**src/source/rv_decode_pkg.sv**
```systemverilog
package rv_decode_pkg;

  localparam int xlen_c = 32;
  localparam logic [1:0] quadrant_32_c = 2'b11;  // Low opcode bits of every 32-bit word.
  localparam logic [6:0] funct7_base_c = 7'h00;
  localparam logic [6:0] funct7_alt_c = 7'h20;  // SUB and SRA/SRAI.
  localparam logic [11:0] imm_ecall_c = 12'h000;
  localparam logic [11:0] imm_ebreak_c = 12'h001;
  localparam logic [11:0] imm_wfi_c = 12'h105;
  localparam logic [11:0] imm_mret_c = 12'h302;

  typedef logic [xlen_c-1:0] word_t;

  typedef enum logic [4:0] {
    RV_MAJOR_LOAD     = 5'b00000,
    RV_MAJOR_CUSTOM_0 = 5'b00010,
    RV_MAJOR_MISC_MEM = 5'b00011,
    RV_MAJOR_OP_IMM   = 5'b00100,
    RV_MAJOR_AUIPC    = 5'b00101,
    RV_MAJOR_STORE    = 5'b01000,
    RV_MAJOR_CUSTOM_1 = 5'b01010,
    RV_MAJOR_OP       = 5'b01100,
    RV_MAJOR_LUI      = 5'b01101,
    RV_MAJOR_CUSTOM_2 = 5'b10110,
    RV_MAJOR_BRANCH   = 5'b11000,
    RV_MAJOR_JALR     = 5'b11001,
    RV_MAJOR_JAL      = 5'b11011,
    RV_MAJOR_SYSTEM   = 5'b11100,
    RV_MAJOR_CUSTOM_3 = 5'b11110
  } rv_major_t;

  typedef enum logic [1:0] {
    USER       = 2'd0,
    SUPERVISOR = 2'd1,
    MACHINE    = 2'd3
  } privilege_t;

  // --------------------
  // Instruction formats.
  typedef struct packed {
    logic [6:0] funct7;
    logic [4:0] rs2;
    logic [4:0] rs1;
    logic [2:0] funct3;
    logic [4:0] rd;
    rv_major_t  major;
    logic [1:0] quadrant;
  } r_type_t;

  typedef struct packed {
    logic [11:0] imm_11_0;
    logic [4:0]  rs1;
    logic [2:0]  funct3;
    logic [4:0]  rd;
    rv_major_t   major;
    logic [1:0]  quadrant;
  } i_type_t;

  typedef struct packed {
    logic [6:0] imm_11_5;
    logic [4:0] rs2;
    logic [4:0] rs1;
    logic [2:0] funct3;
    logic [4:0] imm_4_0;
    rv_major_t  major;
    logic [1:0] quadrant;
  } s_type_t;

  typedef struct packed {
    logic       imm_12;
    logic [5:0] imm_10_5;
    logic [4:0] rs2;
    logic [4:0] rs1;
    logic [2:0] funct3;
    logic [3:0] imm_4_1;
    logic       imm_11;
    rv_major_t  major;
    logic [1:0] quadrant;
  } b_type_t;

  typedef struct packed {
    logic [19:0] imm_31_12;
    logic [4:0]  rd;
    rv_major_t   major;
    logic [1:0]  quadrant;
  } u_type_t;

  typedef struct packed {
    logic       imm_20;
    logic [9:0] imm_10_1;
    logic       imm_11;
    logic [7:0] imm_19_12;
    logic [4:0] rd;
    rv_major_t  major;
    logic [1:0] quadrant;
  } j_type_t;

  typedef union packed {
    r_type_t r_type;
    i_type_t i_type;
    s_type_t s_type;
    b_type_t b_type;
    u_type_t u_type;
    j_type_t j_type;
  } rv_insn_u;

  // --------------------
  // Stage payloads.
  typedef struct packed {
    word_t pc;
    word_t insn;
    logic  fault;
  } fetch_data_t;

  typedef struct packed {
    word_t      pc;
    logic [4:0] rd;
    logic [4:0] rs1;
    logic [4:0] rs2;
    logic       uses_rs1;
    logic       uses_rs2;
    logic       writes_rd;
  } common_data_t;

  typedef struct packed {
    logic alu;
    logic mem;
    logic branch;
    logic system;
  } exec_select_t;

  typedef enum logic [3:0] {
    ALU_ADD,
    ALU_SUB,
    ALU_SLL,
    ALU_SLT,
    ALU_SLTU,
    ALU_XOR,
    ALU_SRL,
    ALU_SRA,
    ALU_OR,
    ALU_AND
  } alu_op_t;

  typedef struct packed {
    alu_op_t op;
    word_t   imm;
    logic    use_imm;
    logic    use_pc;
    logic    illegal;
    logic    fetch_fault;
    word_t   illegal_insn;
  } alu_data_t;

  typedef struct packed {
    logic       is_store;
    logic       is_fence;
    logic [1:0] size;
    logic       is_unsigned;
    word_t      imm;
  } mem_data_t;

  typedef struct packed {
    logic [2:0] cond;
    logic       is_jal;
    logic       is_jalr;
    word_t      imm;
  } branch_data_t;

  typedef struct packed {
    logic [11:0] csr_addr;
    logic [1:0]  csr_op;
    logic        use_uimm;
    logic        is_ecall;
    logic        is_ebreak;
    logic        is_mret;
    logic        is_wfi;
  } system_data_t;

  typedef struct packed {
    alu_data_t    alu_data;
    mem_data_t    mem_data;
    branch_data_t branch_data;
    system_data_t system_data;
  } exec_data_t;

  typedef struct packed {
    common_data_t common;
    exec_select_t exec_select;
    exec_data_t   exec_data;
  } issue_data_t;

endpackage

```
**src/source/decode_alu.sv**
```systemverilog
`timescale 1ns/1ps

module decode_alu (
  input  rv_decode_pkg::rv_insn_u     insn_i,
  input  rv_decode_pkg::common_data_t common_i,
  output rv_decode_pkg::alu_data_t    alu_data_o,
  output rv_decode_pkg::common_data_t common_o,
  output logic                        illegal_o
);

  logic is_op;
  logic f7_base;
  logic f7_alt;

  assign is_op = insn_i.r_type.major == rv_decode_pkg::RV_MAJOR_OP;
  assign f7_base = insn_i.r_type.funct7 == rv_decode_pkg::funct7_base_c;
  assign f7_alt = insn_i.r_type.funct7 == rv_decode_pkg::funct7_alt_c;

  always_comb begin
    alu_data_o = '0;
    common_o = common_i;
    illegal_o = 1'b0;

    case (insn_i.r_type.funct3)
      3'd0: alu_data_o.op = (is_op && f7_alt) ? rv_decode_pkg::ALU_SUB : rv_decode_pkg::ALU_ADD;
      3'd1: alu_data_o.op = rv_decode_pkg::ALU_SLL;
      3'd2: alu_data_o.op = rv_decode_pkg::ALU_SLT;
      3'd3: alu_data_o.op = rv_decode_pkg::ALU_SLTU;
      3'd4: alu_data_o.op = rv_decode_pkg::ALU_XOR;
      3'd5: alu_data_o.op = f7_alt ? rv_decode_pkg::ALU_SRA : rv_decode_pkg::ALU_SRL;
      3'd6: alu_data_o.op = rv_decode_pkg::ALU_OR;
      default: alu_data_o.op = rv_decode_pkg::ALU_AND;
    endcase

    case (insn_i.r_type.major)
      rv_decode_pkg::RV_MAJOR_OP: begin
        common_o.uses_rs1 = 1'b1;
        common_o.uses_rs2 = 1'b1;
        common_o.writes_rd = 1'b1;
        // Only ADD/SUB and SRL/SRA have an alternate funct7.
        if (!(f7_base || (f7_alt && insn_i.r_type.funct3 inside {3'd0, 3'd5}))) begin
          illegal_o = 1'b1;
        end
      end
      rv_decode_pkg::RV_MAJOR_OP_IMM: begin
        common_o.uses_rs1 = 1'b1;
        common_o.writes_rd = 1'b1;
        alu_data_o.use_imm = 1'b1;
        alu_data_o.imm = {{20{insn_i.i_type.imm_11_0[11]}}, insn_i.i_type.imm_11_0};
        if (insn_i.r_type.funct3 == 3'd1 && !f7_base) illegal_o = 1'b1;  // Shamt bit 5 set.
        if (insn_i.r_type.funct3 == 3'd5 && !(f7_base || f7_alt)) illegal_o = 1'b1;
      end
      rv_decode_pkg::RV_MAJOR_LUI, rv_decode_pkg::RV_MAJOR_AUIPC: begin
        common_o.writes_rd = 1'b1;
        alu_data_o.op = rv_decode_pkg::ALU_ADD;
        alu_data_o.use_imm = 1'b1;
        alu_data_o.use_pc = insn_i.u_type.major == rv_decode_pkg::RV_MAJOR_AUIPC;
        alu_data_o.imm = {insn_i.u_type.imm_31_12, 12'b0};
      end
      default: illegal_o = 1'b1;
    endcase
  end

endmodule

```
**src/source/decode_mem.sv**
```systemverilog
`timescale 1ns/1ps

module decode_mem (
  input  rv_decode_pkg::rv_insn_u     insn_i,
  input  rv_decode_pkg::common_data_t common_i,
  output rv_decode_pkg::mem_data_t    mem_data_o,
  output rv_decode_pkg::common_data_t common_o,
  output logic                        illegal_o
);

  always_comb begin
    mem_data_o = '0;
    common_o = common_i;
    illegal_o = 1'b0;
    mem_data_o.size = insn_i.i_type.funct3[1:0];
    mem_data_o.is_unsigned = insn_i.i_type.funct3[2];

    case (insn_i.i_type.major)
      rv_decode_pkg::RV_MAJOR_LOAD: begin
        common_o.uses_rs1 = 1'b1;
        common_o.writes_rd = 1'b1;
        mem_data_o.imm = {{20{insn_i.i_type.imm_11_0[11]}}, insn_i.i_type.imm_11_0};
        // LB, LH, LW, LBU and LHU only.
        if (insn_i.i_type.funct3 inside {3'd3, 3'd6, 3'd7}) illegal_o = 1'b1;
      end
      rv_decode_pkg::RV_MAJOR_STORE: begin
        common_o.uses_rs1 = 1'b1;
        common_o.uses_rs2 = 1'b1;
        mem_data_o.is_store = 1'b1;
        mem_data_o.imm = {{20{insn_i.s_type.imm_11_5[6]}}, insn_i.s_type.imm_11_5,
                          insn_i.s_type.imm_4_0};
        if (insn_i.s_type.funct3[2] || insn_i.s_type.funct3[1:0] == 2'd3) illegal_o = 1'b1;
      end
      rv_decode_pkg::RV_MAJOR_MISC_MEM: begin
        mem_data_o.is_fence = 1'b1;
        if (insn_i.i_type.funct3 != 3'd0) illegal_o = 1'b1;  // FENCE.I is not supported.
      end
      default: illegal_o = 1'b1;
    endcase
  end

endmodule

```
**src/source/decode_branch.sv**
```systemverilog
`timescale 1ns/1ps

module decode_branch (
  input  rv_decode_pkg::rv_insn_u     insn_i,
  input  rv_decode_pkg::common_data_t common_i,
  output rv_decode_pkg::branch_data_t branch_data_o,
  output rv_decode_pkg::common_data_t common_o,
  output logic                        illegal_o
);

  always_comb begin
    branch_data_o = '0;
    common_o = common_i;
    illegal_o = 1'b0;
    branch_data_o.cond = insn_i.b_type.funct3;

    case (insn_i.b_type.major)
      rv_decode_pkg::RV_MAJOR_BRANCH: begin
        common_o.uses_rs1 = 1'b1;
        common_o.uses_rs2 = 1'b1;
        branch_data_o.imm = {{19{insn_i.b_type.imm_12}}, insn_i.b_type.imm_12,
                             insn_i.b_type.imm_11, insn_i.b_type.imm_10_5,
                             insn_i.b_type.imm_4_1, 1'b0};
        if (insn_i.b_type.funct3[2:1] == 2'b01) illegal_o = 1'b1;  // Codes 2 and 3 are unused.
      end
      rv_decode_pkg::RV_MAJOR_JAL: begin
        common_o.writes_rd = 1'b1;
        branch_data_o.is_jal = 1'b1;
        branch_data_o.imm = {{11{insn_i.j_type.imm_20}}, insn_i.j_type.imm_20,
                             insn_i.j_type.imm_19_12, insn_i.j_type.imm_11,
                             insn_i.j_type.imm_10_1, 1'b0};
      end
      rv_decode_pkg::RV_MAJOR_JALR: begin
        common_o.uses_rs1 = 1'b1;
        common_o.writes_rd = 1'b1;
        branch_data_o.is_jalr = 1'b1;
        branch_data_o.imm = {{20{insn_i.i_type.imm_11_0[11]}}, insn_i.i_type.imm_11_0};
        if (insn_i.i_type.funct3 != 3'd0) illegal_o = 1'b1;
      end
      default: illegal_o = 1'b1;
    endcase
  end

endmodule

```
**src/source/decode_system.sv**
```systemverilog
`timescale 1ns/1ps

module decode_system (
  input  rv_decode_pkg::rv_insn_u     insn_i,
  input  rv_decode_pkg::common_data_t common_i,
  input  rv_decode_pkg::privilege_t   current_mode_i,
  output rv_decode_pkg::system_data_t system_data_o,
  output rv_decode_pkg::common_data_t common_o,
  output logic                        illegal_o
);

  always_comb begin
    system_data_o = '0;
    common_o = common_i;
    illegal_o = insn_i.i_type.major != rv_decode_pkg::RV_MAJOR_SYSTEM;
    system_data_o.csr_addr = insn_i.i_type.imm_11_0;
    system_data_o.csr_op = insn_i.i_type.funct3[1:0];
    system_data_o.use_uimm = insn_i.i_type.funct3[2];

    if (insn_i.i_type.funct3 == 3'd0) begin
      // Trap and wait words carry no register operands.
      if (insn_i.i_type.rs1 != 5'd0 || insn_i.i_type.rd != 5'd0) illegal_o = 1'b1;
      case (insn_i.i_type.imm_11_0)
        rv_decode_pkg::imm_ecall_c: system_data_o.is_ecall = 1'b1;
        rv_decode_pkg::imm_ebreak_c: system_data_o.is_ebreak = 1'b1;
        rv_decode_pkg::imm_wfi_c: system_data_o.is_wfi = 1'b1;
        rv_decode_pkg::imm_mret_c: begin
          system_data_o.is_mret = 1'b1;
          if (current_mode_i != rv_decode_pkg::MACHINE) illegal_o = 1'b1;
        end
        default: illegal_o = 1'b1;
      endcase
    end else if (insn_i.i_type.funct3 == 3'd4) begin
      illegal_o = 1'b1;
    end else begin
      common_o.uses_rs1 = ~insn_i.i_type.funct3[2];  // The uimm forms reuse rs1 as data.
      common_o.writes_rd = 1'b1;
      if (insn_i.i_type.imm_11_0[9:8] > current_mode_i) illegal_o = 1'b1;
    end
  end

endmodule

```
**src/source/skid_buffer.sv**
```systemverilog
`timescale 1ns/1ps

module skid_buffer (
  input  logic                       clk_core,
  input  logic                       rst_core_n,
  input  logic                       flush_i,
  input  rv_decode_pkg::issue_data_t data_i,
  input  logic                       valid_i,
  output logic                       ready_o,
  output rv_decode_pkg::issue_data_t data_o,
  output logic                       valid_o,
  input  logic                       ready_i
);

  rv_decode_pkg::issue_data_t skid_data;
  logic main_valid;
  logic ready_q;  // Low exactly when the skid entry holds an item.
  logic push;
  logic pop;
  logic main_free;

  assign push = valid_i & ready_q;
  assign pop = main_valid & ready_i;
  assign main_free = ~main_valid | pop;

  assign ready_o = ready_q;
  assign valid_o = main_valid;

  // --------------------
  // Occupancy.
  always_ff @(posedge clk_core or negedge rst_core_n) begin
    if (!rst_core_n) begin
      main_valid <= 1'b0;
      ready_q <= 1'b1;
    end else if (flush_i) begin
      main_valid <= 1'b0;
      ready_q <= 1'b1;
    end else if (main_free) begin
      main_valid <= ~ready_q | push;  // Skid entry drains first.
      ready_q <= 1'b1;
    end else if (push) begin
      ready_q <= 1'b0;
    end
  end

  always_ff @(posedge clk_core) begin
    if (main_free) data_o <= ready_q ? data_i : skid_data;
    if (!main_free && push) skid_data <= data_i;
  end

endmodule

```
**src/source/decode_stage.sv**
```systemverilog
`timescale 1ns/1ps

module decode_stage (
  input  logic                       clk_core,
  input  logic                       rst_core_n,
  input  logic                       flush_req_i,
  output logic                       flush_ack_o,
  input  rv_decode_pkg::fetch_data_t fetch_data_i,
  input  logic                       valid_i,
  output logic                       ready_o,
  input  rv_decode_pkg::privilege_t  current_mode_i,
  output rv_decode_pkg::issue_data_t issue_data_o,
  output logic                       valid_o,
  input  logic                       ready_i
);

  rv_decode_pkg::rv_insn_u insn;
  rv_decode_pkg::common_data_t common, common_final;
  rv_decode_pkg::common_data_t common_alu, common_mem, common_branch, common_system;
  rv_decode_pkg::alu_data_t alu_data, alu_data_or_trap;
  rv_decode_pkg::mem_data_t mem_data;
  rv_decode_pkg::branch_data_t branch_data;
  rv_decode_pkg::system_data_t system_data;
  rv_decode_pkg::exec_select_t exec_select;
  rv_decode_pkg::issue_data_t issue_next, stage_data;
  logic illegal_alu, illegal_mem, illegal_branch, illegal_system;
  logic illegal;
  logic stage_valid;
  logic buf_ready;

  assign insn = fetch_data_i.insn;
  assign ready_o = buf_ready;

  always_comb begin
    common = '0;  // Register-use flags come from the unit decoders.
    common.pc = fetch_data_i.pc;
    common.rd = insn.r_type.rd;
    common.rs1 = insn.r_type.rs1;
    common.rs2 = insn.r_type.rs2;
  end

  decode_alu u_alu (
    .insn_i(insn), .common_i(common), .alu_data_o(alu_data),
    .common_o(common_alu), .illegal_o(illegal_alu)
  );

  decode_mem u_mem (
    .insn_i(insn), .common_i(common), .mem_data_o(mem_data),
    .common_o(common_mem), .illegal_o(illegal_mem)
  );

  decode_branch u_branch (
    .insn_i(insn), .common_i(common), .branch_data_o(branch_data),
    .common_o(common_branch), .illegal_o(illegal_branch)
  );

  decode_system u_system (
    .insn_i(insn), .common_i(common), .current_mode_i(current_mode_i),
    .system_data_o(system_data), .common_o(common_system), .illegal_o(illegal_system)
  );

  // --------------------
  // Unit selection.
  always_comb begin
    illegal = 1'b1;
    exec_select = '0;
    common_final = common;
    case (insn.r_type.major)
      rv_decode_pkg::RV_MAJOR_OP, rv_decode_pkg::RV_MAJOR_OP_IMM,
      rv_decode_pkg::RV_MAJOR_LUI, rv_decode_pkg::RV_MAJOR_AUIPC: begin
        illegal = illegal_alu;
        common_final = common_alu;
        exec_select.alu = 1'b1;
      end
      rv_decode_pkg::RV_MAJOR_LOAD, rv_decode_pkg::RV_MAJOR_STORE,
      rv_decode_pkg::RV_MAJOR_MISC_MEM: begin
        illegal = illegal_mem;
        common_final = common_mem;
        exec_select.mem = 1'b1;
      end
      rv_decode_pkg::RV_MAJOR_BRANCH, rv_decode_pkg::RV_MAJOR_JAL,
      rv_decode_pkg::RV_MAJOR_JALR: begin
        illegal = illegal_branch;
        common_final = common_branch;
        exec_select.branch = 1'b1;
      end
      rv_decode_pkg::RV_MAJOR_SYSTEM: begin
        illegal = illegal_system;
        common_final = common_system;
        exec_select.system = 1'b1;
      end
      default: illegal = 1'b1;
    endcase
    if (insn.r_type.quadrant != rv_decode_pkg::quadrant_32_c) illegal = 1'b1;

    alu_data_or_trap = alu_data;
    // Bad words travel to the ALU as traps and are resolved at commit.
    if (illegal || fetch_data_i.fault) begin
      exec_select = '0;
      exec_select.alu = 1'b1;
      common_final = common;
      alu_data_or_trap.illegal = 1'b1;
      alu_data_or_trap.fetch_fault = fetch_data_i.fault;
      alu_data_or_trap.illegal_insn = fetch_data_i.insn;
    end

    issue_next.common = common_final;
    issue_next.exec_select = exec_select;
    issue_next.exec_data.alu_data = alu_data_or_trap;
    issue_next.exec_data.mem_data = mem_data;
    issue_next.exec_data.branch_data = branch_data;
    issue_next.exec_data.system_data = system_data;
  end

  // --------------------
  // Decode register.
  always_ff @(posedge clk_core or negedge rst_core_n) begin
    if (!rst_core_n) stage_valid <= 1'b0;
    else if (flush_req_i) stage_valid <= 1'b0;
    else if (buf_ready) stage_valid <= valid_i;
  end

  always_ff @(posedge clk_core) begin
    if (buf_ready) stage_data <= issue_next;
  end

  always_ff @(posedge clk_core or negedge rst_core_n) begin
    if (!rst_core_n) flush_ack_o <= 1'b1;
    else flush_ack_o <= flush_req_i;
  end

  skid_buffer u_skid (
    .clk_core(clk_core), .rst_core_n(rst_core_n), .flush_i(flush_req_i),
    .data_i(stage_data), .valid_i(stage_valid), .ready_o(buf_ready),
    .data_o(issue_data_o), .valid_o(valid_o), .ready_i(ready_i)
  );

endmodule

```
**config.mk**
```make
export PLATFORM = sky130hd
export DESIGN_NAME = decode_stage
export DESIGN_NICKNAME = d
export VERILOG_FILES = /design/src/source/rv_decode_pkg.sv /design/src/source/decode_alu.sv /design/src/source/decode_mem.sv /design/src/source/decode_branch.sv /design/src/source/decode_system.sv /design/src/source/skid_buffer.sv /design/src/source/decode_stage.sv
export SDC_FILE = /design/constraint.sdc
export NUM_CORES = 1
export LEC_CHECK = 0
export BUFFER_PORTS_ARGS = -buffer_cell sky130_fd_sc_hd__clkbuf_2
export CORE_ASPECT_RATIO = 0.9
export CORE_MARGIN = 3
export CORE_UTILIZATION = 23
export DETAILED_ROUTE_END_ITERATION = 10
export SETUP_SLACK_MARGIN = 0.2
export SLEW_MARGIN = 15
export SYNTH_ARGS = -nofsm -noshare
export SYNTH_HDL_FRONTEND = slang
export SYNTH_HIERARCHICAL = 1
export SYNTH_SLANG_ARGS = --single-unit
```
**constraint.sdc**
```tcl
create_clock -name clk_core -period 57.5 [get_ports clk_core]
set_input_delay 8.625 -clock clk_core [delete_from_list [all_inputs] [get_ports clk_core]]
set_output_delay 8.625 -clock clk_core [all_outputs]
set_load 0.05 [all_outputs]
```
==> summary.md <==
| Metric | Value |
|---|---|
| Status | `finished with violations` |
| Violated checks | `design-rule violations` |
| Effective utilization at floorplan | `23.4%` |
| Clock transition at the registers of the reported paths | `roughly 0.060 ns` |
| Sequential share of the synthesized area | `68.4%` |
| Buffers added on ports | `293` |
| Fraction of final layout cells sized beyond drive strength 1 | `40.9%` |
| Depth of the worst register-to-register path | `6` |
| Total area of sequential cells | `19800 um2` |
| Number of antenna violations at the first check in global routing | `10` |
| Final number of hold-violating endpoints | `0` |
| Slew at the pin closest to its max-slew limit | `1.09 ns` |
| Post-CTS Hold Buffers | `0` |
| Fraction of the cycle the final worst path needs | `20.4%` |
| Clock Sink Count | `661` |
| Top cells by area in the synthesized netlist | `sky130_fd_sc_hd__edfxtp_1 68%, sky130_fd_sc_hd__mux2_4 9.8%, sky130_fd_sc_hd__buf_4 7.3%, sky130_fd_sc_hd__mux2_2 3.5%, sky130_fd_sc_hd__a221o_1 1.7%` |
| Largest net degree at the start of global routing | `134` |
| Placeable core region | `124000 um2` |
| Synth Area per Inst | `~18 um2` |
| Pwr Total | `1.12 mW` |
| Count of filler cells inserted in the layout | `12545` |
| Total number of nets in the final design | `1814` |
| CTS Buffer Depth | `3` |
| Flip-flop and latch count after synthesis | `roughly 660` |
| Worst path arrival time | `12.05 ns` |
| Number of global-route vias before repair | `between 10000 and 15000` |
| Sum Neg Setup Slack | `0 ns` |
| CP Class | `input port to register` |
| I/O pin total | `just under 300` |
| Y dimension of the die | `343 um` |
| Element type at the critical path end | `register` |
| Most common cell in the synthesized netlist | `sky130_fd_sc_hd__edfxtp_1` |
| Highest fanout seen on the critical path | `63` |
| Number of synthesized flops with an enable pin | `657` |
| Worst Skew | `0.0332 ns` |
| Clk Latency, worst-skew pair | `approximately 0.67 ns` |
| Yosys warning total | `6` |
| Post-route minimum period | `11.76 ns` |
| DP Wirelength | `44400 um` |
| Post-synth top area share | `68.1%` |
| Number of distinct library cell variants in the gate-level netlist after synthesis | `75` |
| Syn-to-layout area delta | `12.9%` |
| Commonest register cell after synthesis | `sky130_fd_sc_hd__edfxtp_1` |
| Setup fix buffers added after clock tree synthesis | `0` |
| Cell area after technology mapping | `29000 um2` |
| List of most frequent post-synthesis cells | `657 x sky130_fd_sc_hd__edfxtp_1, 281 x sky130_fd_sc_hd__buf_4, 189 x sky130_fd_sc_hd__mux2_4` |
| Pre-Repair DR Iteration Count | `8` |
| Instance count of the mapped netlist | `roughly 1600` |
| Final Slew Violations | `0` |
| Static leakage power | `~13 nW` |
| Detailed-route DRC error count | `3` |
| Wire length of the first global-routing pass | `roughly 97000 um` |
| Number of max-capacitance violations reported | `0` |
| Worst min-delay path class | `register to register` |
| Power density over the cells | `34.2 nW/um2` |
| Die Outline Area | `130000 um2` |
| Wirelength per Cell | `19.8 um` |
| Share of synthesized registers carrying an async set or reset | `less than 1%` |
| Via-to-Cell Ratio | `3.88` |
| Required arrival time at the worst endpoint | `57.79 ns` |
| Worst vdd rail ir drop | `0.0209 mV` |
| CTS tree | `built` |
| Total wire length | `69000 um` |
| Setup repair after global routing missed its margin | `no` |
| F_max | `85.0 MHz` |
| Tightest slew margin relative to the limit | `roughly 28%` |
| Number of resized instances in the post-cts repair step | `0` |
| Global route overflow | `0` |
| Clock root buffer | `sky130_fd_sc_hd__clkbuf_16` |
| Setup Viol. Count Final | `0` |
| Total Routing Usage GR | `between 10% and 20%` |
| Maximum level of the CTS H-tree | `3` |
| Worst hold slack after final layout | `0.431 ns` |
| Violation count after the first detailed-route iteration | `around 1300` |
| Number of clock buffers inserted by TritonCTS | `77` |
| Antenna viol nets, final | `0` |
| CP Launch Type | `input port` |
| Cell taking the most area after synthesis | `sky130_fd_sc_hd__edfxtp_1` |
| Worst Hold Depth | `0` |
| Routed vias | `13482` |
| Combined area of the multi-input logic cells | `6620 um2` |
| Number of core rows | `122` |
| Last weighted congestion value of the routability-driven placer | `~0.75` |
| Floorplan die width | `380 um` |
-- state kept, by name, indices dropped and copies added (netlist names) --
signal / count
stage_valid: 1
flush_ack_o: 1
u_skid/skid_data: 219
u_skid/data_o: 219
u_skid/ready_o: 1
u_skid/valid_o: 1
stage_data: 219
-- path summary, 6_finish.rpt --
path	from	slack, ns	end
worst max register to register	u_skid/ready_o	52.40	u_skid/data_o[107]
worst min register to register	stage_data[178]	0.43	u_skid/skid_data[178]
worst min-delay path	stage_data[178]	0.43	u_skid/skid_data[178]
max in group asynchronous	rst_core_n	49.55	flush_ack_o
worst max-delay path	ready_i	45.74	u_skid/skid_data[119]
min in group asynchronous	rst_core_n	7.75	stage_valid
-- routing by layer --
| layer | GRT usage (%) | wire length, um | up-vias |
|---|---|---|---|
| li1 | - | - | 6168 |
| met1 | 14.1 | 30800 | 6776 |
| met2 | 15.4 | 30600 | 437 |
| met3 | 3.63 | 6030 | 99 |
| met4 | 3.10 | 1550 | 2 |
| met5 | 0 | 13 | - |
-- worst max-delay path, cell delays in order --
cell and delay (ns):
sky130_fd_sc_hd__clkbuf_2 0.08, sky130_fd_sc_hd__nand2b_4 0.44, sky130_fd_sc_hd__nor2_4 0.51, sky130_fd_sc_hd__buf_4 0.72
sky130_fd_sc_hd__buf_4 0.77, sky130_fd_sc_hd__buf_4 0.74
-- cell usage in the layout, fill, tap and decap left out, types with 7 or more instances in the layout --
cell                         synthesis  final
sky130_fd_sc_hd__a21o_1             10     10
sky130_fd_sc_hd__a21oi_1             8      8
sky130_fd_sc_hd__conb_1              2     46
sky130_fd_sc_hd__nand2_1            51     51
sky130_fd_sc_hd__a221o_1            48     48
sky130_fd_sc_hd__edfxtp_1          657    657
sky130_fd_sc_hd__and2_1             31     31
sky130_fd_sc_hd__mux2_4            189    189
sky130_fd_sc_hd__mux2_1             20     20
sky130_fd_sc_hd__clkbuf_1           21     14
sky130_fd_sc_hd__clkbuf_2            2    293
sky130_fd_sc_hd__buf_4             281     30
sky130_fd_sc_hd__clkinvlp_4          0      8
sky130_fd_sc_hd__clkinv_2            0      8
sky130_fd_sc_hd__nor2_1             28     27
sky130_fd_sc_hd__mux2_2             89     89
sky130_fd_sc_hd__o21ai_0             7      7
sky130_fd_sc_hd__clkinv_1            0     19
sky130_fd_sc_hd__inv_1               9      9
sky130_fd_sc_hd__clkbuf_16           0     77
sky130_fd_sc_hd__a22o_1             48     48
-- area by class of cell --
type	count	area share [%]
repair buffers	324	5.23
clock inverters	47	1.32
inverters	9	0.103
diodes	5	0.0382
well taps	1674	6.40
flip-flops and latches	661	60.6
multi-input cells	667	20.2
clock buffers	91	6.05
-- metrics by stage --
step	cell area [um2]	std cells	worst slack, ns	utilization [%]
2_1_floorplan	29200	1679	25.75	-
3_3_place_gp	30300	3335	44.98	24.4
3_5_place_dp	30300	3335	44.91	24.4
4_1_cts	32700	3473	45.61	26.4
5_1_grt	32700	3473	45.49	26.4
6_report	32700	3478	45.74	26.4
-- cells by family (layout without fill, tap and decap cells) --
family                     count (synthesis)  count (layout)  share of synthesized area, %
AOI/OAI and AO/OA                        151             151                          4.60
DFF                                      661             661                          68.4
and+or+nand+nor                          163             163                          3.16
adders and majority gates                  2               2                        0.0863
buffers and inverters                    351             471                          9.45
muxes                                    304             304                          14.2
other                                      2              51                        0.0259
xor gates and xnor gates                   1               1                        0.0302
-- report_power, final --
group          internal, mW  switching [mW]
clock network         0.256           0.209
logic                0.0255          0.0679
registers             0.550         0.00947
total                 0.831           0.287
(Power assumes the default switching activity.)
